<file path="config.mk">
export PLATFORM = sky130hd
export DESIGN_NAME = flash_array_flat
export DESIGN_NICKNAME = d
export VERILOG_FILES = /design/src/logic/flash_geom_pkg.sv /design/src/logic/flash_mp_pkg.sv /design/src/logic/flash_ifs.sv /design/src/logic/flash_array.sv /design/src/flat_wrapper.sv
export SDC_FILE = /design/constraint.sdc
export NUM_CORES = 2
export LEC_CHECK = 0
export CORE_UTILIZATION = 29
export CTS_CLUSTER_SIZE = 12
export DETAILED_ROUTE_END_ITERATION = 16
export DONT_BUFFER_PORTS = 1
export PLACE_DENSITY = 0.48
export RECOVER_POWER = 25
export SLEW_MARGIN = 10
export SYNTH_ARGS = -nofsm -noshare
export SYNTH_HDL_FRONTEND = slang
export SYNTH_SLANG_ARGS = --single-unit
export TNS_END_PERCENT = 1
</file>
<file path="constraint.sdc">
create_clock -name clk_i -period 2.2 [get_ports clk_i]
set_input_delay 0.44 -clock clk_i [delete_from_list [all_inputs] [get_ports clk_i]]
set_output_delay 0.44 -clock clk_i [all_outputs]
set_load 0.02 [all_outputs]
</file>
<file path="src/logic/flash_geom_pkg.sv">
// flash geometry constants
// data word type, bank-and-page index type
// address union with a data view and an info view
`default_nettype none

package flash_geom_pkg;

  localparam int NumBanks         = 2;
  localparam int PagesPerBank     = 8;
  localparam int WordsPerPage     = 4;
  localparam int InfoPagesPerBank = 2;

  localparam int AddrW = 6;

  typedef logic [15:0] flash_word_t;

  // bank and page, used by region base and size
  typedef logic [3:0] flash_page_t;

  typedef struct packed {
    logic       bank;
    logic [2:0] page;
    logic [1:0] word;
  } flash_data_addr_t;

  // reserved bits have to be zero for a legal info access
  typedef struct packed {
    logic       bank;
    logic [1:0] rsvd;
    logic       info_page;
    logic [1:0] word;
  } flash_info_addr_t;

  typedef union packed {
    flash_data_addr_t data;
    flash_info_addr_t info;
  } flash_addr_u;

endpackage

`default_nettype wire
</file>
<file path="src/logic/flash_mp_pkg.sv">
// memory protection types
// operation and partition enums, attribute bits, region config
`default_nettype none

package flash_mp_pkg;

  typedef enum logic [1:0] {
    OpRead      = 2'd0,
    OpProg      = 2'd1,
    OpPageErase = 2'd2,
    OpBankErase = 2'd3
  } flash_op_e;

  typedef enum logic {
    PartData = 1'b0,
    PartInfo = 1'b1
  } flash_part_e;

  // en gates the other three bits
  typedef struct packed {
    logic en;
    logic rd_en;
    logic prog_en;
    logic erase_en;
  } mp_attr_t;

  // region covers pages base .. base+size-1 in bank-and-page space
  typedef struct packed {
    mp_attr_t                  attr;
    flash_geom_pkg::flash_page_t base;
    logic [4:0]                size;
  } mp_region_cfg_t;

endpackage

`default_nettype wire

</file>
<file path="src/logic/flash_ifs.sv">
// flash_cmd_if: per-word request from the op FSM to protection
// flash_phy_if: checked request from protection to the array
`timescale 1ns/1ps
`default_nettype none


interface flash_phy_if;

  logic                          req;
  logic                          rd;
  logic                          prog;
  logic                          pg_erase;
  logic                          bk_erase;
  // selects data or info storage
  flash_mp_pkg::flash_part_e     part;
  flash_geom_pkg::flash_addr_u   addr;
  flash_geom_pkg::flash_word_t   wdata;
  logic                          done;
  flash_geom_pkg::flash_word_t   rdata;

  modport mp (output req, rd, prog, pg_erase, bk_erase, part, addr, wdata,
              input  done, rdata);

  modport phy (input  req, rd, prog, pg_erase, bk_erase, part, addr, wdata,
               output done, rdata);

endinterface

`default_nettype wire

</file>
<file path="src/logic/flash_array.sv">
// flash storage model, data and info partitions
// program only clears bits, erase sets a page or bank to ones
`timescale 1ns/1ps
`default_nettype none

module flash_array (
  input  logic    clk_i,
  input  logic    rst_ni,
  flash_phy_if.phy phy
);

  localparam int DataWords = flash_geom_pkg::NumBanks * flash_geom_pkg::PagesPerBank *
                             flash_geom_pkg::WordsPerPage;
  localparam int InfoWords = flash_geom_pkg::NumBanks * flash_geom_pkg::InfoPagesPerBank *
                             flash_geom_pkg::WordsPerPage;
  localparam int BankWords = flash_geom_pkg::PagesPerBank * flash_geom_pkg::WordsPerPage;

  flash_geom_pkg::flash_word_t data_mem [DataWords];
  flash_geom_pkg::flash_word_t info_mem [InfoWords];
  logic [5:0]                  didx;
  logic [3:0]                  iidx;
  logic                        is_info;
  logic                        done_q;
  flash_geom_pkg::flash_word_t rdata_q;

  assign didx    = phy.addr;
  assign iidx    = {phy.addr.info.bank, phy.addr.info.info_page, phy.addr.info.word};
  assign is_info = (phy.part == flash_mp_pkg::PartInfo);

  // a fresh device reads as all ones
  always_ff @(posedge clk_i or negedge rst_ni) begin
    if (!rst_ni) begin
      for (int i = 0; i < DataWords; i++) data_mem[i] <= '1;
      for (int i = 0; i < InfoWords; i++) info_mem[i] <= '1;
    end else if (phy.prog) begin
      if (is_info) begin
        info_mem[iidx] <= info_mem[iidx] & phy.wdata;
      end else begin
        data_mem[didx] <= data_mem[didx] & phy.wdata;
      end
    end else if (phy.pg_erase) begin
      for (int w = 0; w < flash_geom_pkg::WordsPerPage; w++) begin
        if (is_info) begin
          info_mem[{iidx[3:2], 2'(w)}] <= '1;
        end else begin
          data_mem[{didx[5:2], 2'(w)}] <= '1;
        end
      end
    end else if (phy.bk_erase) begin
      for (int i = 0; i < BankWords; i++) begin
        data_mem[{phy.addr.data.bank, 5'(i)}] <= '1;
      end
    end
  end

  always_ff @(posedge clk_i or negedge rst_ni) begin
    if (!rst_ni) begin
      done_q <= 1'b0;
    end else begin
      done_q <= phy.req;
    end
  end

  // read word is held until the next read
  always_ff @(posedge clk_i) begin
    if (phy.rd) begin
      rdata_q <= is_info ? info_mem[iidx] : data_mem[didx];
    end
  end

  assign phy.done  = done_q;
  assign phy.rdata = rdata_q;

endmodule

`default_nettype wire

</file>
<file path="src/flat_wrapper.sv">
// flat-port wrapper written by rule: the top's interface ports become plain ports
module flash_array_flat 
  (clk_i, rst_ni, phy_req, phy_rd, phy_prog, phy_pg_erase, phy_bk_erase, phy_part, phy_addr, phy_wdata, phy_done, phy_rdata);
  flash_phy_if phy_i ();
  input  logic clk_i;
  input  logic rst_ni;
  input wire logic [$bits(phy_i.req)-1:0] phy_req;
  input wire logic [$bits(phy_i.rd)-1:0] phy_rd;
  input wire logic [$bits(phy_i.prog)-1:0] phy_prog;
  input wire logic [$bits(phy_i.pg_erase)-1:0] phy_pg_erase;
  input wire logic [$bits(phy_i.bk_erase)-1:0] phy_bk_erase;
  input wire logic [$bits(phy_i.part)-1:0] phy_part;
  input wire logic [$bits(phy_i.addr)-1:0] phy_addr;
  input wire logic [$bits(phy_i.wdata)-1:0] phy_wdata;
  output wire logic [$bits(phy_i.done)-1:0] phy_done;
  output wire logic [$bits(phy_i.rdata)-1:0] phy_rdata;
  assign phy_i.req = phy_req;
  assign phy_i.rd = phy_rd;
  assign phy_i.prog = phy_prog;
  assign phy_i.pg_erase = phy_pg_erase;
  assign phy_i.bk_erase = phy_bk_erase;
  assign phy_i.part = phy_part;
  assign phy_i.addr = phy_addr;
  assign phy_i.wdata = phy_wdata;
  assign phy_done = phy_i.done;
  assign phy_rdata = phy_i.rdata;
  flash_array u_core (.clk_i(clk_i), .rst_ni(rst_ni), .phy(phy_i));
endmodule
</file>
==> out/results.tsv <==
metric	value	unit
crit-path leading delay family	compound AO/OA/AOI/OAI gates	
starting density of the core	29.22	%
CP required	2.84	ns
post-synthesis mux area share	11.04	%
largest family of logic cells by synthesized area	compound AO/OA/AOI/OAI gates	
root buffer cell	clkbuf_16	
vias post-DR	53510	
Mapped Nets	6254	
Worst slew margin	-19.22	%
register area share after synthesis	54.39	%
Crit Path Class	in -> reg	
largest net degree at the start of global routing	585	
total power	66200	uW
Clock Latency Late Sink	0.83	ns
Pre-antenna DRT Iters	7	
clk_skew	0.05817	ns
CP max stage delay	0.55	ns
outcome	complete, but fails checks	
Buffers & Inverters on Critical Path	3	
1st-iter DRT viols	5454	
area grow syn2layout	26.31	%
worst reg-to-reg path cell count	7	
cts bufs inserted	150	
Worst EP arrival	3.22	ns
Total Die Area	218300	um^2
htree depth	4	
Final Max Slew Viols	72	
Max Root-Sink Buffers	3	
number of global-route vias before repair	52360	
Hold WS	-0.4334	ns
final count of hold timing violations	122	
LEAKAGE	0.03037	uW
initial antenna violation count	15	
Synth Warn #	0	
chip width	467.2	um
Setup violations, final	914	
drt drc	0	
failing checks	negative hold slack, max-capacitance violations, max-slew violations, negative setup slack	
max-cap violations	1	
CP Max Fanout	98	
Hold WC Path Type	in -> async	
Simple-Gate Fraction of Synth Area	11.90	%
highest-count cells in the layout ignoring fill and taps	nor2_1, dfstp_2, a31oi_1	
worst-margin pin slew	1.788	ns
EDFF count, synth	16	
detailed placement HPWL	165900	um
Final nets	6486	
synth unique cells	42	
RSZ-0062 raised after global routing	yes	
Placer Congestion	0.8787	
Overall Global Routing Usage	23.96	%
TritonCTS clock tree	done	
area share of fa/ha/maj cells after synthesis	0	%
core footprint	214800	um^2
final wirelength	270100	um
io pins	47	
fin crit share	117.4	%
post-synthesis xor/xnor area fraction	0	%
CP Capture Type	flop	
Vias/cell	5.670	
achievable frequency	387.2	MHz
commonest non-fill, non-tap cell in the layout	nor2_1	
Cell Rows	170	
Main synth FF type	dfstp_2	
Synth Instances	6224	
CTS sink cnt	1297	
worst setup margin	-0.3829	ns
post-DR wirelength/cell	28.62	um
cell area after synthesis	62770	um^2
Die H	467.2	um
port bufs	0	
worst path cell trace	buf_16 -> clkbuf_16 -> mux2i_1 -> a22oi_1 -> a21oi_1 -> buf_4 -> o41ai_2 -> o31ai_1 -> o21ai_2	
FF+latch count, synth	1297	
slowest CP cell	o41ai_2	
first-pass GRT wire length	384000	um
syn_area_per_cell	10.08	um^2
ys async rst share	98.77	%
crit path launch type	primary input	
GR Overflow Total	0	
layout cell share with drive strength beyond 1	38.03	%
Compound-Gate Fraction of Synth Area	18.09	%
Clock transition at path regs	0.06	ns
fin crit period	2.583	ns
Routed Antenna Nets	0	
Worst VDD drop	0.8160	mV
Pwr Density	835.0	nW/um^2
Critical Path Stages	9	
registers in the layout, summed over array words and instances, names as in the netlist:
| register | flops |
|---|---|
| u_core.info_mem | 256 |
| u_core.data_mem | 1024 |
| u_core.phy.done | 1 |
| u_core.phy.rdata | 16 |
worst reg2reg max path, cell delays in order (launching register included):
cell     delay, ns
dfstp_2       0.53
mux2i_1       0.11
a22oi_1       0.23
a21oi_1       0.15
buf_4         0.17
o41ai_4       0.61
o31ai_2       0.23
o21ai_2       0.27
routing by layer:
layer / track usage, % / routed length [um]
met1: 33.01 / 117000
met2: 36.18 / 119900
met3: 5.120 / 21610
met4: 10.11 / 11500
met5: 0 / 53
stage by stage:
step | util (%) | setup TNS, ns | cells | instance area, um^2 | worst slack, ns
floorplan | - | -175.72 | 6224 | 62940 | -0.2157
global placement | 33.49 | -1318.02 | 9086 | 71940 | -1.403
detailed placement | 33.49 | -1359.35 | 9086 | 71950 | -1.400
CTS | 36.46 | -34.21 | 9393 | 78320 | -0.2421
global route | 36.90 | -94.63 | 9434 | 79270 | -0.2872
finish | 36.90 | -100.72 | 9437 | 79280 | -0.3829
cells in the mapped netlist, drive strengths merged (17+ instances only):
library cell  count  share of area [%]
clkbuf          280                1.7
mux4             80                2.9
o21ai            77               0.71
a22oi           256                3.1
o22ai            33               0.33
and2             22               0.22
mux2i           512                8.2
a21oi           381                3.1
o41ai            48               0.67
nand2           415                2.5
nor2b            26               0.26
dfstp          1280                 54
nand3            31               0.26
nor2           1362                8.2
nor4             17               0.17
buf             329                2.9
a31oi           993                9.9
path summary, 6_finish.rpt:
path                                                       start                                to  slack (ns)
worst max-delay path                                 phy_addr[0]    u_core.phy.rdata[11]$_DFFE_PP_       -0.38
worst min-delay path                                      rst_ni   u_core.data_mem[48]$_DFFE_PN1P_       -0.43
worst max register to register   u_core.data_mem[38]$_DFFE_PN1P_     u_core.phy.rdata[6]$_DFFE_PP_       -0.27
worst min register to register  u_core.data_mem[172]$_DFFE_PN1P_  u_core.data_mem[172]$_DFFE_PN1P_        0.50
max in group asynchronous                                 rst_ni  u_core.data_mem[780]$_DFFE_PN1P_        0.14
min in group clk_i                                  phy_wdata[2]  u_core.data_mem[866]$_DFFE_PN1P_        0.04
layout make-up:
cell class | count | area, um^2
fill | 21380 | 135600
timing repair buffer | 689 | 9037
sequential | 1297 | 34140
multi-input combinational | 4316 | 27440
clock buffer | 228 | 4499
inverter | 2 | 7.507
tap | 2838 | 3551
antenna | 22 | 55.05
clock inverter | 45 | 549.3
kinds of logic (layout without fill, tap and decap cells):
kind of cell	Yosys count	after routing
compound gates	1815	1815
buf+inv	611	964
flops	1297	1297
mux	592	592
other cells	0	22
simple gates	1909	1909
repair_timing:
action	4_1_cts	5_1_grt
gates cloned	4	11
buffers inserted	11	3
endpoints found under the setup margin	1253	1305
pin swaps	51	19
resized for setup	136	74
hold buffers	26	1
endpoints found under the hold margin	468	193
power breakdown:
part | internal, uW | switching [uW] | total, uW
logic | 4340 | 6750 | 11100
registers | 28000 | 1340 | 29300
clock network | 14900 | 10900 | 25800
(Power assumes the default switching activity.)
