File: config.mk
export PLATFORM = sky130hd
export DESIGN_NAME = flash_addr_cnt
export DESIGN_NICKNAME = d
export VERILOG_FILES = /design/src/logic/flash_geom_pkg.sv /design/src/logic/flash_addr_cnt.sv
export SDC_FILE = /design/constraint.sdc
export NUM_CORES = 1
export LEC_CHECK = 0
export BUFFER_PORTS_ARGS = -buffer_cell sky130_fd_sc_hd__buf_2
export CAP_MARGIN = 20
export CORE_AREA = 8 8 45 47
export CTS_BUF_LIST = sky130_fd_sc_hd__clkbuf_16
export CTS_CLUSTER_DIAMETER = 40
export CTS_CLUSTER_SIZE = 24
export DETAILED_ROUTE_END_ITERATION = 8
export DIE_AREA = 0 0 53 55
export MAX_ROUTING_LAYER = met4
export SLEW_MARGIN = 30
export SYNTH_ARGS = -nofsm -noshare
export SYNTH_HDL_FRONTEND = slang
export SYNTH_SLANG_ARGS = --single-unit
File: constraint.sdc
create_clock -name clk_i -period 1.3 [get_ports clk_i]
set_input_delay 0.195 -clock clk_i [delete_from_list [all_inputs] [get_ports clk_i]]
set_output_delay 0.195 -clock clk_i [all_outputs]
set_load 0.005 [all_outputs]
File: src/logic/flash_geom_pkg.sv
// flash geometry constants
// data word type, bank-and-page index type
// address union with a data view and an info view
`default_nettype none

package flash_geom_pkg;

  localparam int NumBanks         = 2;
  localparam int PagesPerBank     = 8;
  localparam int WordsPerPage     = 4;
  localparam int InfoPagesPerBank = 2;

  localparam int AddrW = 6;

  typedef logic [15:0] flash_word_t;

  // bank and page, used by region base and size
  typedef logic [3:0] flash_page_t;

  typedef struct packed {
    logic       bank;
    logic [2:0] page;
    logic [1:0] word;
  } flash_data_addr_t;

  // reserved bits have to be zero for a legal info access
  typedef struct packed {
    logic       bank;
    logic [1:0] rsvd;
    logic       info_page;
    logic [1:0] word;
  } flash_info_addr_t;

  typedef union packed {
    flash_data_addr_t data;
    flash_info_addr_t info;
  } flash_addr_u;

endpackage

`default_nettype wire
File: src/logic/flash_addr_cnt.sv
// word address counter with remaining count
// flags a command that steps past the end of its page
`timescale 1ns/1ps
`default_nettype none

module flash_addr_cnt (
  input  logic                        clk_i,
  input  logic                        rst_ni,
  input  logic                        load_i,
  input  logic                        step_i,
  input  flash_geom_pkg::flash_addr_u start_addr_i,
  input  logic [1:0]                  len_i,
  output flash_geom_pkg::flash_addr_u addr_o,
  output logic                        ovfl_o,
  output logic                        last_o
);

  flash_geom_pkg::flash_addr_u         addr_q;
  logic [flash_geom_pkg::AddrW-1:0]    addr_next;
  logic [1:0]                          remain_q;
  logic                                ovfl_q;

  // full address increments, so the word after a page end is the next page
  assign addr_next = addr_q + 1'b1;

  always_ff @(posedge clk_i or negedge rst_ni) begin
    if (!rst_ni) begin
      addr_q   <= '0;
      remain_q <= '0;
      ovfl_q   <= 1'b0;
    end else if (load_i) begin
      addr_q   <= start_addr_i;
      remain_q <= len_i;
      ovfl_q   <= 1'b0;
    end else if (step_i) begin
      addr_q   <= addr_next;
      remain_q <= remain_q - 1'b1;
      // sticky until the next load
      if (&addr_q.data.word) begin
        ovfl_q <= 1'b1;
      end
    end
  end

  assign addr_o = addr_q;
  assign ovfl_o = ovfl_q;
  assign last_o = (remain_q == 2'd0);

endmodule

`default_nettype wire

==> flow_metrics.tcl, run 1 <==
set metrics [dict create \
    outcome "finished clean" \
    numCtsBuffers 3 \
    drc 0 \
    die_height_um 55 \
    antenna_found_initial 0 \
    grt_pass1_vias 483 \
    hold_path.class "primary input to register" \
    tightest_slew_ns 0.2121 \
    finalWirelength_um 1148 \
    cts_resized 0 \
    layout_commonest_cell "buf_2" \
    drive_gt1_share_pct 35.21 \
    cp-startpoint "remain_q[0]" \
    synth_area_per_cell_um2 9.879 \
    power_w 0.001028 \
    dp_hpwl_um 849.5 \
    path_clk_slew_ns 0.04 \
    die_w_um 53 \
    clock_path_buffers 2 \
    reg2reg_slack_ns 0.11 \
    final_cell_mix "buf_2 (19), nand2_1 (9), dfrtp_1 (9)" \
    synth_area_um2 474.2 \
    seq_area_frac_synth_pct 47.49 \
    drtIter0Drc 3 \
    cap_violations 0 \
    crit_cells 4 \
    r2r_cells 4 \
    hold_viol 0 \
    vdd_ir_drop_max_uv 1209 \
    nFillCells 136 \
    arrival_ns 1.33 \
    gp_congestion 0.8199 \
    antenna_left 0 \
    dr.pass1.iters 4 \
    vias 415 \
    critPathRequiredTime_ns 1.44 \
    core_um2 1384 \
    tns_ns 0 \
    period_share_pct 91.53 \
    ios 20 \
    finClkSkew_ns 0.001080 \
    ctsHoldBuffers 1 \
    grt_start_max_net_pins 18 \
    fin_crit_ns 1.190 \
    dieArea_um2 2915 \
    start_util_pct 34.27 \
    post_cts_buffers 0 \
    grt_pass1_wl_um 1945 \
    wire_per_inst_um 13.20 \
    overflow 0 \
    diodes 0 \
    endpoint_kind "register" \
    num_rows 14 \
    worstPathMaxFanout 2 \
    fin_nets 86 \
    yosys-top-cells-area "dfrtp_1 (47%), o21ai_0 (8.4%), nand2_1 (7.1%)" \
    slowest_delay_ns 0.35 \
    synth_warnings 0 \
    crit_buf_inv 1 \
    io_buffer_count 19 \
    synth-seq-cells 9 \
    insertion_delay_ns 0.23 \
    power_density_nw_per_um2 1550 \
    grtUsageTotal_pct 9.535 \
    cpMaxStageDelayCell "dfrtp_1" \
    clock-sinks 9 \
    cts_tree "yes" \
    netlist_instances 48 \
    slew_viol_final 0 \
    rsz0062_at_grt "no" \
    r2r_start "remain_q[0]" \
    critical-path-top-delay-family "flip-flops" \
    setup_viol 0 \
    routed_via_density 4.770 \
    max_freq_mhz 840.4 \
    p_leak_nw 0.3294 \
    slew_headroom_pct 85.86 \
    synth_top_cell_area_share_pct 47.49 \
    crit_end "remain_q[1]" \
    yosysUniqueCellTypes 17 \
    crit_type "register to register" \
    crit_chain "inv_1, ha_1, mux2_2, o21ai_0" \
    area_growth_pct 39.84 \
    r2r_end "remain_q[1]" \
    synth_nets 62 \
    cp-start-kind "register" \
    yosysTopAreaCell "dfrtp_1" \
    htree_levels 1 \
    cts_root_buf "clkbuf_16" \
]
[per-layer routing]
metal | part of all wire [%] | wire, um | global-route usage [%]
met4 | 0.52 | 6 | 3.879
met1 | 40 | 460 | 9.006
met2 | 53 | 606 | 16.21
met3 | 6.4 | 74 | 4.813
met5 | 0 | 0 | -
[worst min-delay path, stage by stage]
cell and delay (ns):
buf_2 0.08, nand2_1 0.04, o21ai_0 0.05
[worst min-delay path by stage]
stage / depth (start not counted) / endpoint / slack, ns / start
floorplan: 0 / addr_o[0] / -0.10 / rst_ni
global placement: 1 / addr_o[5] / 0.06 / rst_ni
CTS: 3 / addr_o[2] / 0.17 / start_addr_i[2]
detailed placement: 1 / addr_o[5] / 0.06 / rst_ni
global route: 3 / addr_o[4] / 0.19 / start_addr_i[4]
finish: 3 / addr_o[2] / 0.17 / start_addr_i[2]
[logic make-up (layout without fill, tap and decap cells)]
family                   count (synthesis)  count (layout)  synth area share [%]
AO/OA/AOI/OAI                            9               9                 9.498
multiplexers                             2               2                 4.485
adder cells (fa/ha/maj)                  2               2                 5.276
AND/OR/NAND/NOR                         17              17                 17.68
flip-flops                               9               9                 47.49
XOR/XNOR                                 5               5                 9.237
buffers and inverters                    4              27                 6.333
[power by group]
part | total [W] | internal, W | switching, W
registers | 0.000346 | 0.000314 | 0.0000327
clock network | 0.000535 | 0.000402 | 0.000133
logic | 0.000147 | 0.0000769 | 0.0000696
[synthesized netlist by cell type]
cell type  n
dfrtp_1    9
nand2_1    9
o21ai_0    8
xor2_1     3
buf_6      2
ha_1       2
inv_1      2
nand3_1    2
nand4_1    2
xnor2_1    2
a21oi_1    1
mux2_2     1
mux2i_1    1
nand3_2    1
nor2_1     1
nor2b_1    1
or4_1      1
[flip-flops by register name, summed over array words and instances, names as in the netlist]
| signal | count |
|---|---|
| addr_o | 6 |
| remain_q | 2 |
| ovfl_o | 1 |
[cell type report]
type / count / area, um2 / area share, %
Inverter: 2 / 7.507 / 1.132
Clock inverter: 1 / 3.754 / 0.5660
Multi-Input combinational cell: 35 / 219.0 / 33.02
Tap cell: 16 / 20.02 / 3.019
Clock buffer: 3 / 75.07 / 11.32
Timing Repair Buffer: 21 / 112.6 / 16.98
Sequential cell: 9 / 225.2 / 33.96
[stage by stage]
step | hold WS, ns | cells | instance area (um2) | util [%] | setup WS (ns)
floorplan | -0.1006 | 48 | 474.2 | - | 0.2079
global placement | 0.05892 | 82 | 574.3 | 41.50 | 0.1639
detailed placement | 0.05725 | 82 | 574.3 | 41.50 | 0.1255
CTS | 0.1728 | 87 | 663.1 | 47.92 | 0.06281
global route | 0.1879 | 87 | 663.1 | 47.92 | 0.01511
finish | 0.1724 | 87 | 663.1 | 47.92 | 0.1100
Note: power is estimated with default switching activity, not from simulation.
==> inputs of run 2 (changes only) <==
--- a/config.mk
+++ b/config.mk
@@ -16,2 +16,3 @@
 export MAX_ROUTING_LAYER = met4
+export RECOVER_POWER = 100
 export SLEW_MARGIN = 30
==> constraint.sdc (replaced) <==
create_clock -name clk_i -period 1.4 [get_ports clk_i]
set_input_delay 0.35 -clock clk_i [delete_from_list [all_inputs] [get_ports clk_i]]
set_output_delay 0.35 -clock clk_i [all_outputs]
set_load 0.005 [all_outputs]
==> run 2 against run 1 <==
  * Combinational power shrank 11%
  * Worst setup slack gained 0.021 ns
  * Core utilization shrank 0.45 points
  * Clock-buffer cell count is the same
==> flow_metrics.tcl, run 2 (same netlist as run 1, synthesis figures left out) <==
set metrics [dict create \
    outcome "finished clean" \
    core_um2 1384 \
    fin_cells 88 \
    layout_commonest_cell "buf_2" \
    comb_power_share_pct 14.0 \
    endpoint_kind "output port" \
    period_share_pct 90.66 \
    area_growth_pct 38.52 \
    arrival_ns 0.92 \
    wire_per_inst_um 12.59 \
    antenna_left 0 \
    num_rows 14 \
    cts_tree "yes" \
    ctsHoldBuffers 1 \
    start_util_pct 34.27 \
    post_cts_buffers 0 \
    reg2reg_slack_ns 0.22 \
    grt_pass1_vias 431 \
    grt_pass1_wl_um 1814 \
    drive_gt1_share_pct 25.00 \
    finClkSkew_ns 0.001561 \
    r2r_cells 4 \
    crit_type "register to output port" \
    tns_ns 0 \
    placedCellCount 83 \
    clock-sinks 9 \
    cts_resized 0 \
    dieArea_um2 2915 \
    pwr-share-seq_pct 34.3 \
    critPathRequiredTime_ns 1.05 \
    vias 421 \
    cp-start-kind "register" \
    ios 20 \
    clkPwrFrac_pct 51.7 \
    insertion_delay_ns 0.23 \
    final_core_util_pct 47.47 \
    max_freq_mhz 787.8 \
    gp_congestion 0.7149 \
    grt_start_max_net_pins 18 \
    worstPathMaxFanout 2 \
    vdd_ir_drop_max_uv 730.9 \
    antenna_found_initial 0 \
    swShare_pct 22.31 \
    overflow 0 \
    finalWirelength_um 1108 \
    slew_viol_final 0 \
    cts_root_buf "clkbuf_16" \
    drc 0 \
    tightest_slew_ns 0.5010 \
    htree_levels 1 \
    diodes 0 \
    slew_headroom_pct 66.60 \
    p_leak_nw 0.3111 \
    die_w_um 53 \
    die_height_um 55 \
    routed_via_density 4.784 \
    fin_crit_ns 1.269 \
    largest_reg_flops 6 \
    clock_path_buffers 2 \
    fin_nets 87 \
    drtIter0Drc 3 \
    dp_hpwl_um 855.7 \
    path_clk_slew_ns 0.04 \
    rsz0062_at_grt "no" \
    final_cell_mix "buf_2 (12), nand2_1 (9), dfrtp_1 (9)" \
    power_density_nw_per_um2 1432 \
    grtUsageTotal_pct 8.442 \
    hold_path.class "primary input to register" \
    hold_depth 3 \
    io_buffer_count 19 \
    p_sw_w 0.0002098 \
    setup_viol 0 \
    cap_violations 0 \
    dr.pass1.iters 2 \
    hold_viol 0 \
    numCtsBuffers 3 \
    intPower_w 0.0007306 \
]
## run 2: cell count changes in the layout (fill, tap and decap cells not counted), sizes merged
cell    change
clkbuf      +7
buf         -6
## run 2: area by class of cell
| cell class | count | area, um2 |
|---|---|---|
| Timing Repair Buffer | 22 | 111.4 |
| Inverter | 2 | 7.507 |
| Multi-Input combinational cell | 35 | 214.0 |
| Tap cell | 16 | 20.02 |
| Fill cell | 149 | 726.9 |
| Clock inverter | 1 | 3.754 |
| Sequential cell | 9 | 225.2 |
| Clock buffer | 3 | 75.07 |
## run 2: metrics by stage
step	instance area, um2	setup WS [ns]	hold slack [ns]	total power [W]
6_report	656.9	0.1307	0.3252	0.0009403
3_5_place_dp	581.8	0.2204	0.2179	0.0004636
4_1_cts	670.6	0.1042	0.3264	0.0009617
3_3_place_gp	581.8	0.2241	0.2135	0.0004599
5_1_grt	656.9	0.07386	0.3433	0.0009907
2_1_floorplan	474.2	0.2620	0.05441	0.0003980
## run 2: worst paths after layout
kind / to / startpoint
max: last_o / remain_q[0]
min: addr_o[1] / start_addr_i[1]
max reg2reg: addr_o[4] / addr_o[0]
min reg2reg: ovfl_o / ovfl_o
max in group asynchronous: remain_q[1] / rst_ni
min in group asynchronous: addr_o[2] / rst_ni
## run 2: per-layer routing
layer / up-vias / wire length [um] / GRT usage, %
met5: - / 0 / -
met4: 0 / 6 / 3.879
met3: 2 / 62 / 2.674
met2: 12 / 528 / 13.67
met1: 195 / 510 / 9.274
li1: 212 / - / -
## run 2: power by group through the flow
stage          Clock, W  Sequential [W]  Combinational, W
2_1_floorplan         0        0.000323         0.0000754
5_1_grt        0.000507        0.000326          0.000157
3_3_place_gp          0        0.000324          0.000135
4_1_cts        0.000498        0.000322          0.000142
6_report       0.000487        0.000322          0.000131
3_5_place_dp          0        0.000325          0.000138
## run 2: worst max-delay path, cell delays in order (launching register included)
cell and delay, ns:
dfrtp_1 0.36, inv_1 0.05, ha_1 0.18, clkbuf_1 0.10
