==> src/logic/flash_geom_pkg.sv <==
// flash geometry constants
// data word type, bank-and-page index type
// address union with a data view and an info view
`default_nettype none

package flash_geom_pkg;

  localparam int NumBanks         = 2;
  localparam int PagesPerBank     = 8;
  localparam int WordsPerPage     = 4;
  localparam int InfoPagesPerBank = 2;

  localparam int AddrW = 6;

  typedef logic [15:0] flash_word_t;

  // bank and page, used by region base and size
  typedef logic [3:0] flash_page_t;

  typedef struct packed {
    logic       bank;
    logic [2:0] page;
    logic [1:0] word;
  } flash_data_addr_t;

  // reserved bits have to be zero for a legal info access
  typedef struct packed {
    logic       bank;
    logic [1:0] rsvd;
    logic       info_page;
    logic [1:0] word;
  } flash_info_addr_t;

  typedef union packed {
    flash_data_addr_t data;
    flash_info_addr_t info;
  } flash_addr_u;

endpackage

`default_nettype wire
==> src/logic/flash_mp_pkg.sv <==
// memory protection types
// operation and partition enums, attribute bits, region config
`default_nettype none

package flash_mp_pkg;

  typedef enum logic [1:0] {
    OpRead      = 2'd0,
    OpProg      = 2'd1,
    OpPageErase = 2'd2,
    OpBankErase = 2'd3
  } flash_op_e;

  typedef enum logic {
    PartData = 1'b0,
    PartInfo = 1'b1
  } flash_part_e;

  // en gates the other three bits
  typedef struct packed {
    logic en;
    logic rd_en;
    logic prog_en;
    logic erase_en;
  } mp_attr_t;

  // region covers pages base .. base+size-1 in bank-and-page space
  typedef struct packed {
    mp_attr_t                  attr;
    flash_geom_pkg::flash_page_t base;
    logic [4:0]                size;
  } mp_region_cfg_t;

endpackage

`default_nettype wire

==> src/logic/flash_ifs.sv <==
// flash_cmd_if: per-word request from the op FSM to protection
// flash_phy_if: checked request from protection to the array
`timescale 1ns/1ps
`default_nettype none

interface flash_cmd_if;

  logic                          req;
  flash_mp_pkg::flash_op_e       op;
  flash_mp_pkg::flash_part_e     part;
  flash_geom_pkg::flash_addr_u   addr;
  logic                          ovfl;
  flash_geom_pkg::flash_word_t   wdata;
  logic                          done;
  logic                          err;
  flash_geom_pkg::flash_addr_u   err_addr;

  modport ctrl (output req, op, part, addr, ovfl, wdata,
                input  done, err, err_addr);

  modport mp (input  req, op, part, addr, ovfl, wdata,
              output done, err, err_addr);

endinterface


`default_nettype wire

==> src/logic/flash_op_fsm.sv <==
// command sequencing FSM
// latches a command, loads the address counter and issues
// one protected request per word until the last word or an error
`timescale 1ns/1ps
`default_nettype none

module flash_op_fsm (
  input  logic                        clk_i,
  input  logic                        rst_ni,
  input  logic                        start_i,
  input  flash_mp_pkg::flash_op_e     op_i,
  input  flash_mp_pkg::flash_part_e   part_i,
  input  flash_geom_pkg::flash_addr_u addr_i,
  input  logic [1:0]                  len_i,
  input  flash_geom_pkg::flash_word_t wdata_i,
  output logic                        busy_o,
  output logic                        cmd_done_o,
  output logic                        cmd_err_o,
  output logic                        rvalid_o,
  output logic                        cnt_load_o,
  output logic                        cnt_step_o,
  output flash_geom_pkg::flash_addr_u cnt_start_o,
  output logic [1:0]                  cnt_len_o,
  input  flash_geom_pkg::flash_addr_u cnt_addr_i,
  input  logic                        cnt_ovfl_i,
  input  logic                        cnt_last_i,
  flash_cmd_if.ctrl                   cmd
);

  typedef enum logic [1:0] {Idle, Issue, Wait, Finish} state_e;

  state_e                      state_q;
  state_e                      state_d;
  flash_mp_pkg::flash_op_e     op_q;
  flash_mp_pkg::flash_part_e   part_q;
  flash_geom_pkg::flash_word_t wdata_q;
  logic                        err_q;
  logic                        is_erase;

  // an erase is a single request whatever the length says
  assign is_erase    = (op_i == flash_mp_pkg::OpPageErase) ||
                       (op_i == flash_mp_pkg::OpBankErase);
  assign cnt_start_o = addr_i;
  assign cnt_len_o   = is_erase ? 2'd0 : len_i;

  always_comb begin
    state_d    = state_q;
    cnt_load_o = 1'b0;
    cnt_step_o = 1'b0;
    case (state_q)
      Idle: begin
        if (start_i) begin
          cnt_load_o = 1'b1;
          state_d    = Issue;
        end
      end
      Issue: state_d = Wait;
      Wait: begin
        if (cmd.done) begin
          if (cmd.err || cnt_last_i) begin
            state_d = Finish;
          end else begin
            cnt_step_o = 1'b1;
            state_d    = Issue;
          end
        end
      end
      Finish: state_d = Idle;
      default: state_d = Idle;
    endcase
  end

  always_ff @(posedge clk_i or negedge rst_ni) begin
    if (!rst_ni) begin
      state_q <= Idle;
      op_q    <= flash_mp_pkg::OpRead;
      part_q  <= flash_mp_pkg::PartData;
      err_q   <= 1'b0;
    end else begin
      state_q <= state_d;
      if (cnt_load_o) begin
        op_q   <= op_i;
        part_q <= part_i;
        err_q  <= 1'b0;
      end else if (state_q == Wait && cmd.done) begin
        err_q <= cmd.err;
      end
    end
  end

  always_ff @(posedge clk_i) begin
    if (cnt_load_o) begin
      wdata_q <= wdata_i;
    end
  end

  ////////////////////////////////////////////////////////////
  // request and status outputs
  ////////////////////////////////////////////////////////////
  assign cmd.req   = (state_q == Issue);
  assign cmd.op    = op_q;
  assign cmd.part  = part_q;
  assign cmd.addr  = cnt_addr_i;
  assign cmd.ovfl  = cnt_ovfl_i;
  assign cmd.wdata = wdata_q;

  assign busy_o     = (state_q != Idle);
  assign cmd_done_o = (state_q == Finish);
  assign cmd_err_o  = cmd_done_o & err_q;
  assign rvalid_o   = (state_q == Wait) & cmd.done & ~cmd.err &
                      (op_q == flash_mp_pkg::OpRead);

endmodule

`default_nettype wire

==> src/flat_wrapper.sv <==
// flat-port wrapper written by rule: the top's interface ports become plain ports
module flash_op_fsm_flat 
  (clk_i, rst_ni, start_i, op_i, part_i, addr_i, len_i, wdata_i, busy_o, cmd_done_o, cmd_err_o, rvalid_o, cnt_load_o, cnt_step_o, cnt_start_o, cnt_len_o, cnt_addr_i, cnt_ovfl_i, cnt_last_i, cmd_req, cmd_op, cmd_part, cmd_addr, cmd_ovfl, cmd_wdata, cmd_done, cmd_err, cmd_err_addr);
  flash_cmd_if cmd_i ();
  input  logic clk_i;
  input  logic rst_ni;
  input  logic start_i;
  input  flash_mp_pkg::flash_op_e op_i;
  input  flash_mp_pkg::flash_part_e part_i;
  input  flash_geom_pkg::flash_addr_u addr_i;
  input  logic [1:0] len_i;
  input  flash_geom_pkg::flash_word_t wdata_i;
  output logic busy_o;
  output logic cmd_done_o;
  output logic cmd_err_o;
  output logic rvalid_o;
  output logic cnt_load_o;
  output logic cnt_step_o;
  output flash_geom_pkg::flash_addr_u cnt_start_o;
  output logic [1:0] cnt_len_o;
  input  flash_geom_pkg::flash_addr_u cnt_addr_i;
  input  logic cnt_ovfl_i;
  input  logic cnt_last_i;
  output wire logic [$bits(cmd_i.req)-1:0] cmd_req;
  output wire logic [$bits(cmd_i.op)-1:0] cmd_op;
  output wire logic [$bits(cmd_i.part)-1:0] cmd_part;
  output wire logic [$bits(cmd_i.addr)-1:0] cmd_addr;
  output wire logic [$bits(cmd_i.ovfl)-1:0] cmd_ovfl;
  output wire logic [$bits(cmd_i.wdata)-1:0] cmd_wdata;
  input wire logic [$bits(cmd_i.done)-1:0] cmd_done;
  input wire logic [$bits(cmd_i.err)-1:0] cmd_err;
  input wire logic [$bits(cmd_i.err_addr)-1:0] cmd_err_addr;
  assign cmd_req = cmd_i.req;
  assign cmd_op = cmd_i.op;
  assign cmd_part = cmd_i.part;
  assign cmd_addr = cmd_i.addr;
  assign cmd_ovfl = cmd_i.ovfl;
  assign cmd_wdata = cmd_i.wdata;
  assign cmd_i.done = cmd_done;
  assign cmd_i.err = cmd_err;
  assign cmd_i.err_addr = cmd_err_addr;
  flash_op_fsm u_core (.clk_i(clk_i), .rst_ni(rst_ni), .start_i(start_i), .op_i(op_i), .part_i(part_i), .addr_i(addr_i), .len_i(len_i), .wdata_i(wdata_i), .busy_o(busy_o), .cmd_done_o(cmd_done_o), .cmd_err_o(cmd_err_o), .rvalid_o(rvalid_o), .cnt_load_o(cnt_load_o), .cnt_step_o(cnt_step_o), .cnt_start_o(cnt_start_o), .cnt_len_o(cnt_len_o), .cnt_addr_i(cnt_addr_i), .cnt_ovfl_i(cnt_ovfl_i), .cnt_last_i(cnt_last_i), .cmd(cmd_i));
endmodule
==> config.mk <==
export PLATFORM = sky130hd
export DESIGN_NAME = flash_op_fsm_flat
export DESIGN_NICKNAME = d
export VERILOG_FILES = /design/src/logic/flash_geom_pkg.sv /design/src/logic/flash_mp_pkg.sv /design/src/logic/flash_ifs.sv /design/src/logic/flash_op_fsm.sv /design/src/flat_wrapper.sv
export SDC_FILE = /design/constraint.sdc
export NUM_CORES = 1
export LEC_CHECK = 0
export ABC_AREA = 1
export BUFFER_PORTS_ARGS = -buffer_cell sky130_fd_sc_hd__buf_2
export CORE_ASPECT_RATIO = 1.25
export CORE_MARGIN = 2
export CORE_UTILIZATION = 30
export DETAILED_ROUTE_END_ITERATION = 10
export PLACE_DENSITY = 0.68
export SYNTH_ARGS = -nofsm -noshare
export SYNTH_HDL_FRONTEND = slang
export SYNTH_SLANG_ARGS = --single-unit
==> constraint.sdc <==
create_clock -name clk_i -period 1.61 [get_ports clk_i]
set_clock_uncertainty 0.1 [all_clocks]
set_input_delay 0.0805 -clock clk_i [delete_from_list [all_inputs] [get_ports clk_i]]
set_output_delay 0.0805 -clock clk_i [all_outputs]
set_load 0.01 [all_outputs]
==> flow_metrics.env, run 1 <==
export IMPL_outcome="finished, final reports clean"
export IMPL_detail_route_wl_per_cell_um=12.0
export IMPL_detailedRoute_firstIterationViolations=6
export IMPL_grt_ovfl_total=0
export IMPL_synth_top_cell_area_share_pct=53.5
export IMPL_placed_area_um2=1120
export IMPL_synth_warning_count=0
export IMPL_switching_share_pct=35.0
export IMPL_leakage_uw=0.000699
export IMPL_post_route_cell_area_um2=1420
export IMPL_pwr_share_seq_pct=47.0
export IMPL_floorplan_core_area_um2=2890
export IMPL_post_route_worst_setup_slack_ns=0.0917
export IMPL_slew_limit_headroom_pct=88.5
export IMPL_clkSinkCount=22
export IMPL_cts_buffers_inserted=3
export IMPL_setup_total_negative_slack_ns=0
export IMPL_clock_tree_htree_level_count=1
export IMPL_clock_root_buffer="sky130_fd_sc_hd__clkbuf_4"
export IMPL_dpl_hpwl_um=1440
export IMPL_clock_insertion_delay_worst_skew_ns=0.29
export IMPL_worst_r2r_cell_count=4
export IMPL_worst_hold_startpoint="cnt_last_i"
export IMPL_crit_path_max_incr_delay_ns=0.41
export IMPL_nets=191
export IMPL_synth_sequential_area_ratio_pct=70.2
export IMPL_vias=735
export IMPL_whs_endpoint="u_core.state_q[1]"
export IMPL_worst_slew_pin_transition_ns=0.171
export IMPL_setup_reg_to_reg_worst_slack_ns=0.11
export IMPL_clock_power_share_pct=13.5
export IMPL_fmaxAchievable_ghz=0.659
export IMPL_flow_area_growth_from_synthesis_pct=58.5
export IMPL_die_x_extent_um=52.9
export IMPL_synth_largest_area_cell="sky130_fd_sc_hd__edfxtp_1"
export IMPL_slowest_stage="sky130_fd_sc_hd__dfrtp_1"
export IMPL_critPathLaunchType="flop"
export IMPL_drive_above_1_share_pct=47.9
export IMPL_replace_congestion=0.717
export IMPL_drv_slew=0
export IMPL_timing_setup_critical_path_class="flop to output pin"
export IMPL_hold_path_cell_count=3
export IMPL_syn_avg_cell_area_um2=12.3
export IMPL_synth_cell_types=13
export IMPL_insertedDiodeCount=0
export IMPL_post_route_min_period_ns=1.52
export IMPL_initial_cell_density_of_the_core_pct=31.1
export IMPL_setup_violations_final=0
export IMPL_antenna_violations_before_repair=0
export IMPL_dieHeight_um=65.2
export IMPL_power_internal_uw=1190
export IMPL_post_synth_net_total=119
export IMPL_synthesis_instances=73
export IMPL_floorplan_rows=22
export IMPL_worstHoldPathType="input port to flop"
export IMPL_dp_worst_setup_slack_ns=0.175
export IMPL_drcViolationCount=0
export IMPL_viasPerCell=4.08
export IMPL_cp_max_fo=4
export IMPL_synth_seq_cells=22
export IMPL_finalCritPeriodShare_pct=94.3
export IMPL_timing_critical_path_to_type="output pin"
export IMPL_drt_first_pass_iters=4
export IMPL_comb_pwr_share_pct=39.5
export IMPL_cap_viol_max_count=0
export IMPL_grt_pass1_wl_um=3190
export IMPL_cp_data_arrival_time_ns=1.34
export IMPL_instances_no_fill=180
export IMPL_grt_usage_pct=12.6
export IMPL_tritoncts="done"
export IMPL_worstReg2RegStart="u_core.state_q[1]"
export IMPL_maximum_count_of_clock_buffers_along_a_single_path=2
export IMPL_wl_um=2160
export IMPL_floorplan_die_area_um2=3450
export IMPL_synth_area_um2=898
export IMPL_power_switching_uw=640
export IMPL_reg2reg_to="u_core.state_q[0]"
export IMPL_synth_top_cells_by_area="sky130_fd_sc_hd__edfxtp_1 (53%), sky130_fd_sc_hd__dfrtp_1 (17%), sky130_fd_sc_hd__buf_4 (11%)"
export IMPL_buffer_ports_inserted=54
export IMPL_boundaryPins=87
export IMPL_crit_path_cell_trace="inv_2 -> nand3_4 -> nor2_4 -> inv_1 -> nor2_1 -> buf_2"
export IMPL_timing_critical_path_required_ns=1.43
export IMPL_clkTransAtPathRegs_ns=0.12
export IMPL_fin_hold_ws_ns=0.0203
export IMPL_grt_max_degree=21
export IMPL_grt_pass1_vias=729
export IMPL_detail_route_antenna_nets=0
export IMPL_final_hold_viols=0
export IMPL_power_per_cell_area_nw_per_um2=1290
export IMPL_max_vdd_ir_drop_mv=0.537
export IMPL_count_of_placed_standard_cells_including_taps=150
export IMPL_fillers=258
## cell usage after synthesis
cell and n:
sky130_fd_sc_hd__inv_1 8, sky130_fd_sc_hd__nor2_2 1, sky130_fd_sc_hd__or2_2 1, sky130_fd_sc_hd__o21ai_0 1, sky130_fd_sc_hd__nor3_1 1, sky130_fd_sc_hd__nand2_1 16
sky130_fd_sc_hd__nor2_1 6, sky130_fd_sc_hd__edfxtp_1 16, sky130_fd_sc_hd__inv_2 2, sky130_fd_sc_hd__nand3_4 1, sky130_fd_sc_hd__buf_4 13, sky130_fd_sc_hd__dfrtp_1 6
sky130_fd_sc_hd__nand3_2 1
## stage by stage
stage	total power (uW)	utilization (%)
2_1_floorplan	1220	-
3_3_place_gp	1420	38.6
3_5_place_dp	1450	38.6
4_1_cts	1750	47.6
5_1_grt	1970	49.3
6_report	1830	49.3
## layout make-up
cell class	instances	area (um2)	area share (%)
Clock buffer	3	22.5	1.58
Clock inverter	1	3.75	0.264
Inverter	10	50.0	3.51
Multi-Input combinational cell	28	148	10.4
Sequential cell	22	632	44.4
Tap cell	36	45.0	3.16
Timing Repair Buffer	80	523	36.7
## placed cells by master (no fill, tap or decap), drive strengths merged
cell type,synthesis,final
nand2,16,16
nor3,1,1
clkinv,0,2
clkbuf,0,3
nand3,2,2
edfxtp,16,16
dfrtp,6,6
dlygate4sd3,0,23
inv,10,9
or2,1,1
buf,13,57
o21ai,1,1
nor2,7,7
## power groups by stage
| stage | Combinational [uW] | Sequential [uW] | Clock, uW |
|---|---|---|---|
| 6_report | 723 | 862 | 247 |
| 5_1_grt | 809 | 882 | 280 |
| 4_1_cts | 641 | 857 | 256 |
| 3_5_place_dp | 575 | 871 | 0 |
| 3_3_place_gp | 553 | 863 | 0 |
| 2_1_floorplan | 295 | 926 | 0 |
## sequential cells by signal (all words and copies together), names as in the netlist
register / flops
u_core.cmd.wdata: 16
u_core.cmd.part: 1
u_core.err_q: 1
u_core.state_q: 2
u_core.cmd.op: 2
## critical path, delay by kind of cell, from the launching register on
| family | cells | cell delay [ns] |
|---|---|---|
| flops | 1 | 0.41 |
| buf+inv | 3 | 0.32 |
| simple gates | 3 | 0.32 |
## layer usage
metal	global-route usage, %	share of wire (%)	routed length (um)	vias to the layer above
met5	0	0	0	-
met4	6.73	2.4	52	0
met3	3.64	12	250	8
met2	23.6	53	1130	40
met1	11.8	33	720	326
li1	-	-	-	361
## worst max-delay path by stage
stage                                to               from  slack [ns]
floorplan           u_core.cmd.wdata[0]  u_core.state_q[1]        0.29
global placement    u_core.cmd.wdata[5]  u_core.state_q[1]        0.23
detailed placement  u_core.cmd.wdata[5]  u_core.state_q[1]        0.18
CTS                          cnt_load_o  u_core.state_q[1]       0.008
global route                   rvalid_o  u_core.state_q[0]       -0.01
finish                         rvalid_o  u_core.state_q[0]        0.09
## kinds of logic after synthesis
family                 count (synthesis)  synth area share [%]
flip-flops                            22                  70.2
AND/OR/NAND/NOR                       27                  14.2
AO/OA/AOI/OAI                          1                 0.557
buffers and inverters                 23                  15.0
## timing repair
action,in CTS,in global routing
hold buffers,23,0
endpoints found under the hold margin,27,0
endpoints found under the setup margin,1,3
buffers inserted,0,3
pin swaps,0,2
resized for setup,1,8
Power figures use the tool's default switching activity.
==> run 2: changes to the inputs <==
- CELL_PAD_IN_SITES_DETAIL_PLACEMENT: not set -> 1
- CELL_PAD_IN_SITES_GLOBAL_PLACEMENT: not set -> 2
- CORE_UTILIZATION: 30 -> 18
- PLACE_DENSITY: 0.68 -> not set
- PLACE_DENSITY_LB_ADDON: not set -> 0.1
==> run 2 against run 1 <==
Effect of this change:
- power increased by 1.3%
- fmax increased by 1.4%
- register-to-register slack improved by 0.19 ns
- critical endpoint is now cnt_load_o
==> flow_metrics.env, run 2 (synthesized netlist as in run 1, its figures left out) <==
export IMPL_grt_max_degree=15
export IMPL_crit_path_cell_trace="inv_1 -> nand3_4 -> inv_2 -> buf_12 -> buf_2"
export IMPL_cap_viol_max_count=0
export IMPL_outcome="finished, final reports clean"
export IMPL_fin_hold_ws_ns=0.0219
export IMPL_crit_path_max_incr_delay_ns=0.42
export IMPL_most_common_library_cell_in_the_layout_ignoring_fill_and_taps="sky130_fd_sc_hd__buf_2"
export IMPL_fmaxAchievable_ghz=0.668
export IMPL_floorplan_die_area_um2=5580
export IMPL_detail_route_antenna_nets=0
export IMPL_post_route_min_period_ns=1.50
export IMPL_worstHoldPathType="input port to flop"
export IMPL_comb_pwr_share_pct=35.3
export IMPL_power_internal_uw=1250
export IMPL_timing_setup_critical_path_class="flop to output pin"
export IMPL_detail_route_wl_per_cell_um=11.4
export IMPL_clock_tree_htree_level_count=1
export IMPL_drive_above_1_share_pct=46.1
export IMPL_clock_power_share_pct=18.3
export IMPL_max_vdd_ir_drop_mv=0.410
export IMPL_grt_usage_pct=8.53
export IMPL_timing_critical_path_required_ns=1.43
export IMPL_setup_total_negative_slack_ns=0
export IMPL_cp_data_arrival_time_ns=1.32
export IMPL_clkSinkCount=22
export IMPL_rsz0062_at_grt="false"
export IMPL_final_hold_viols=0
export IMPL_leakage_uw=0.000697
export IMPL_grt_ovfl_total=0
export IMPL_power_per_cell_area_nw_per_um2=1300
export IMPL_timing_critical_path_to_type="output pin"
export IMPL_wl_um=2280
export IMPL_critPathLaunchType="flop"
export IMPL_dpl_hpwl_um=1820
export IMPL_clkTransAtPathRegs_ns=0.08
export IMPL_dieHeight_um=83.0
export IMPL_vias=739
export IMPL_commonest_cells_after_routing_fill_and_taps_aside="sky130_fd_sc_hd__buf_2 (54), sky130_fd_sc_hd__dlygate4sd3_1 (21), sky130_fd_sc_hd__nand2_1 (16), sky130_fd_sc_hd__edfxtp_1 (16), sky130_fd_sc_hd__inv_1 (8)"
export IMPL_drt_first_pass_iters=2
export IMPL_replace_congestion=0.673
export IMPL_slew_limit_headroom_pct=88.9
export IMPL_flow_area_growth_from_synthesis_pct=59.1
export IMPL_clock_root_buffer="sky130_fd_sc_hd__clkbuf_8"
export IMPL_finalCritPeriodShare_pct=93.0
export IMPL_pwr_share_seq_pct=46.4
export IMPL_floorplan_rows=28
export IMPL_grt_pass1_vias=802
export IMPL_switching_share_pct=32.8
export IMPL_power_switching_uw=609
export IMPL_worstPathBufferInverterCount=4
export IMPL_clock_insertion_delay_worst_skew_ns=0.25
export IMPL_antenna_violations_before_repair=0
export IMPL_cp_max_fo=14
export IMPL_buffer_ports_inserted=54
export IMPL_detailedRoute_firstIterationViolations=29
export IMPL_insertedDiodeCount=0
export IMPL_slowest_stage="sky130_fd_sc_hd__dfrtp_1"
export IMPL_grt_pass1_wl_um=3730
export IMPL_utilization_pct=30.0
export IMPL_boundaryPins=87
export IMPL_fillers=557
export IMPL_drv_slew=0
export IMPL_cts_setup_buffers=0
export IMPL_flip_flop_count_of_the_largest_register_all_copies_and_words_added=16
export IMPL_initial_cell_density_of_the_core_pct=18.9
export IMPL_nets=188
export IMPL_viasPerCell=3.68
export IMPL_cts_buffers_inserted=3
export IMPL_drcViolationCount=0
export IMPL_worst_slew_pin_transition_ns=0.165
export IMPL_setup_violations_final=0
export IMPL_maximum_count_of_clock_buffers_along_a_single_path=2
export IMPL_path_delay_family="buffers and inverters"
export IMPL_floorplan_core_area_um2=4760
export IMPL_die_x_extent_um=67.2
export IMPL_tritoncts="done"
==> run 2: changes by cell type in the layout (fill, tap and decap cells not counted) <==
cell	delta
sky130_fd_sc_hd__clkbuf_4	-3
sky130_fd_sc_hd__clkbuf_8	+3
sky130_fd_sc_hd__buf_4	-2
sky130_fd_sc_hd__dlygate4sd3_1	-2
sky130_fd_sc_hd__buf_12	+1
sky130_fd_sc_hd__clkinv_8	-1
sky130_fd_sc_hd__dfrtp_1	+1
sky130_fd_sc_hd__dfrtp_2	-1
sky130_fd_sc_hd__inv_1	+1
sky130_fd_sc_hd__nand3_2	+1
sky130_fd_sc_hd__nand3_4	-1
sky130_fd_sc_hd__nor2_1	+1
sky130_fd_sc_hd__nor2_4	-1
==> run 2: path summary, 6_finish.rpt <==
path / from / end / slack, ns / cells after the start
max: u_core.state_q[1] / cnt_load_o / 0.11 / 5
min: cnt_last_i / u_core.state_q[1] / 0.02 / 3
max reg2reg: u_core.state_q[1] / u_core.cmd.wdata[10] / 0.30 / 4
min reg2reg: u_core.cmd.part / u_core.cmd.part / 0.39 / 2
max in group asynchronous: rst_ni / u_core.cmd.part / 1.17 / 2
min in group asynchronous: rst_ni / u_core.err_q / 0.09 / 2
==> run 2: repair_timing <==
| action | in CTS | in global routing |
|---|---|---|
| resized for setup | 0 | 0 |
| hold buffers | 21 | 0 |
| hold endpoints to repair | 26 | 0 |
==> run 2: power by group through the flow <==
stage / clock network [uW] / logic (uW) / registers, uW
6_report: 339 / 656 / 861
5_1_grt: 386 / 749 / 875
4_1_cts: 361 / 679 / 864
3_5_place_dp: 0 / 637 / 875
3_3_place_gp: 0 / 635 / 873
2_1_floorplan: 0 / 295 / 926
==> run 2: stage by stage <==
stage                     cell area, um2  total power [uW]  setup slack [ns]  instances
final                               1430              1860             0.112        201
after global routing                1430              2010            0.0163        201
after CTS                           1430              1900            0.0758        201
after detailed placement            1170              1510             0.281        176
after global placement              1170              1510             0.309        176
after floorplan                      898              1220             0.290         73
==> run 2: metal layers <==
layer,part of all wire (%),routed length [um],vias up,track usage [%]
li1,-,-,353,-
met1,40,914,334,9.71
met2,49,1110,48,14.7
met3,11,251,4,2.85
met4,0.35,8,0,2.60
met5,0,0,-,0
==> run 2: worst reg2reg max path: cells and delay by family (launching register included) <==
family	cells	cell delay, ns
buffers and inverters	3	0.39
flip-flops	1	0.42
AND/OR/NAND/NOR	1	0.13
==> run 2: final cells by class <==
class	instances	area, um2	share of cell area (%)
multi-input combinational	28	133	9.28
sequential	22	631	44.1
inverter	10	37.5	2.63
timing repair buffer	77	508	35.6
clock inverter	1	3.75	0.263
tap	60	75.1	5.25
clock buffer	3	41.3	2.89
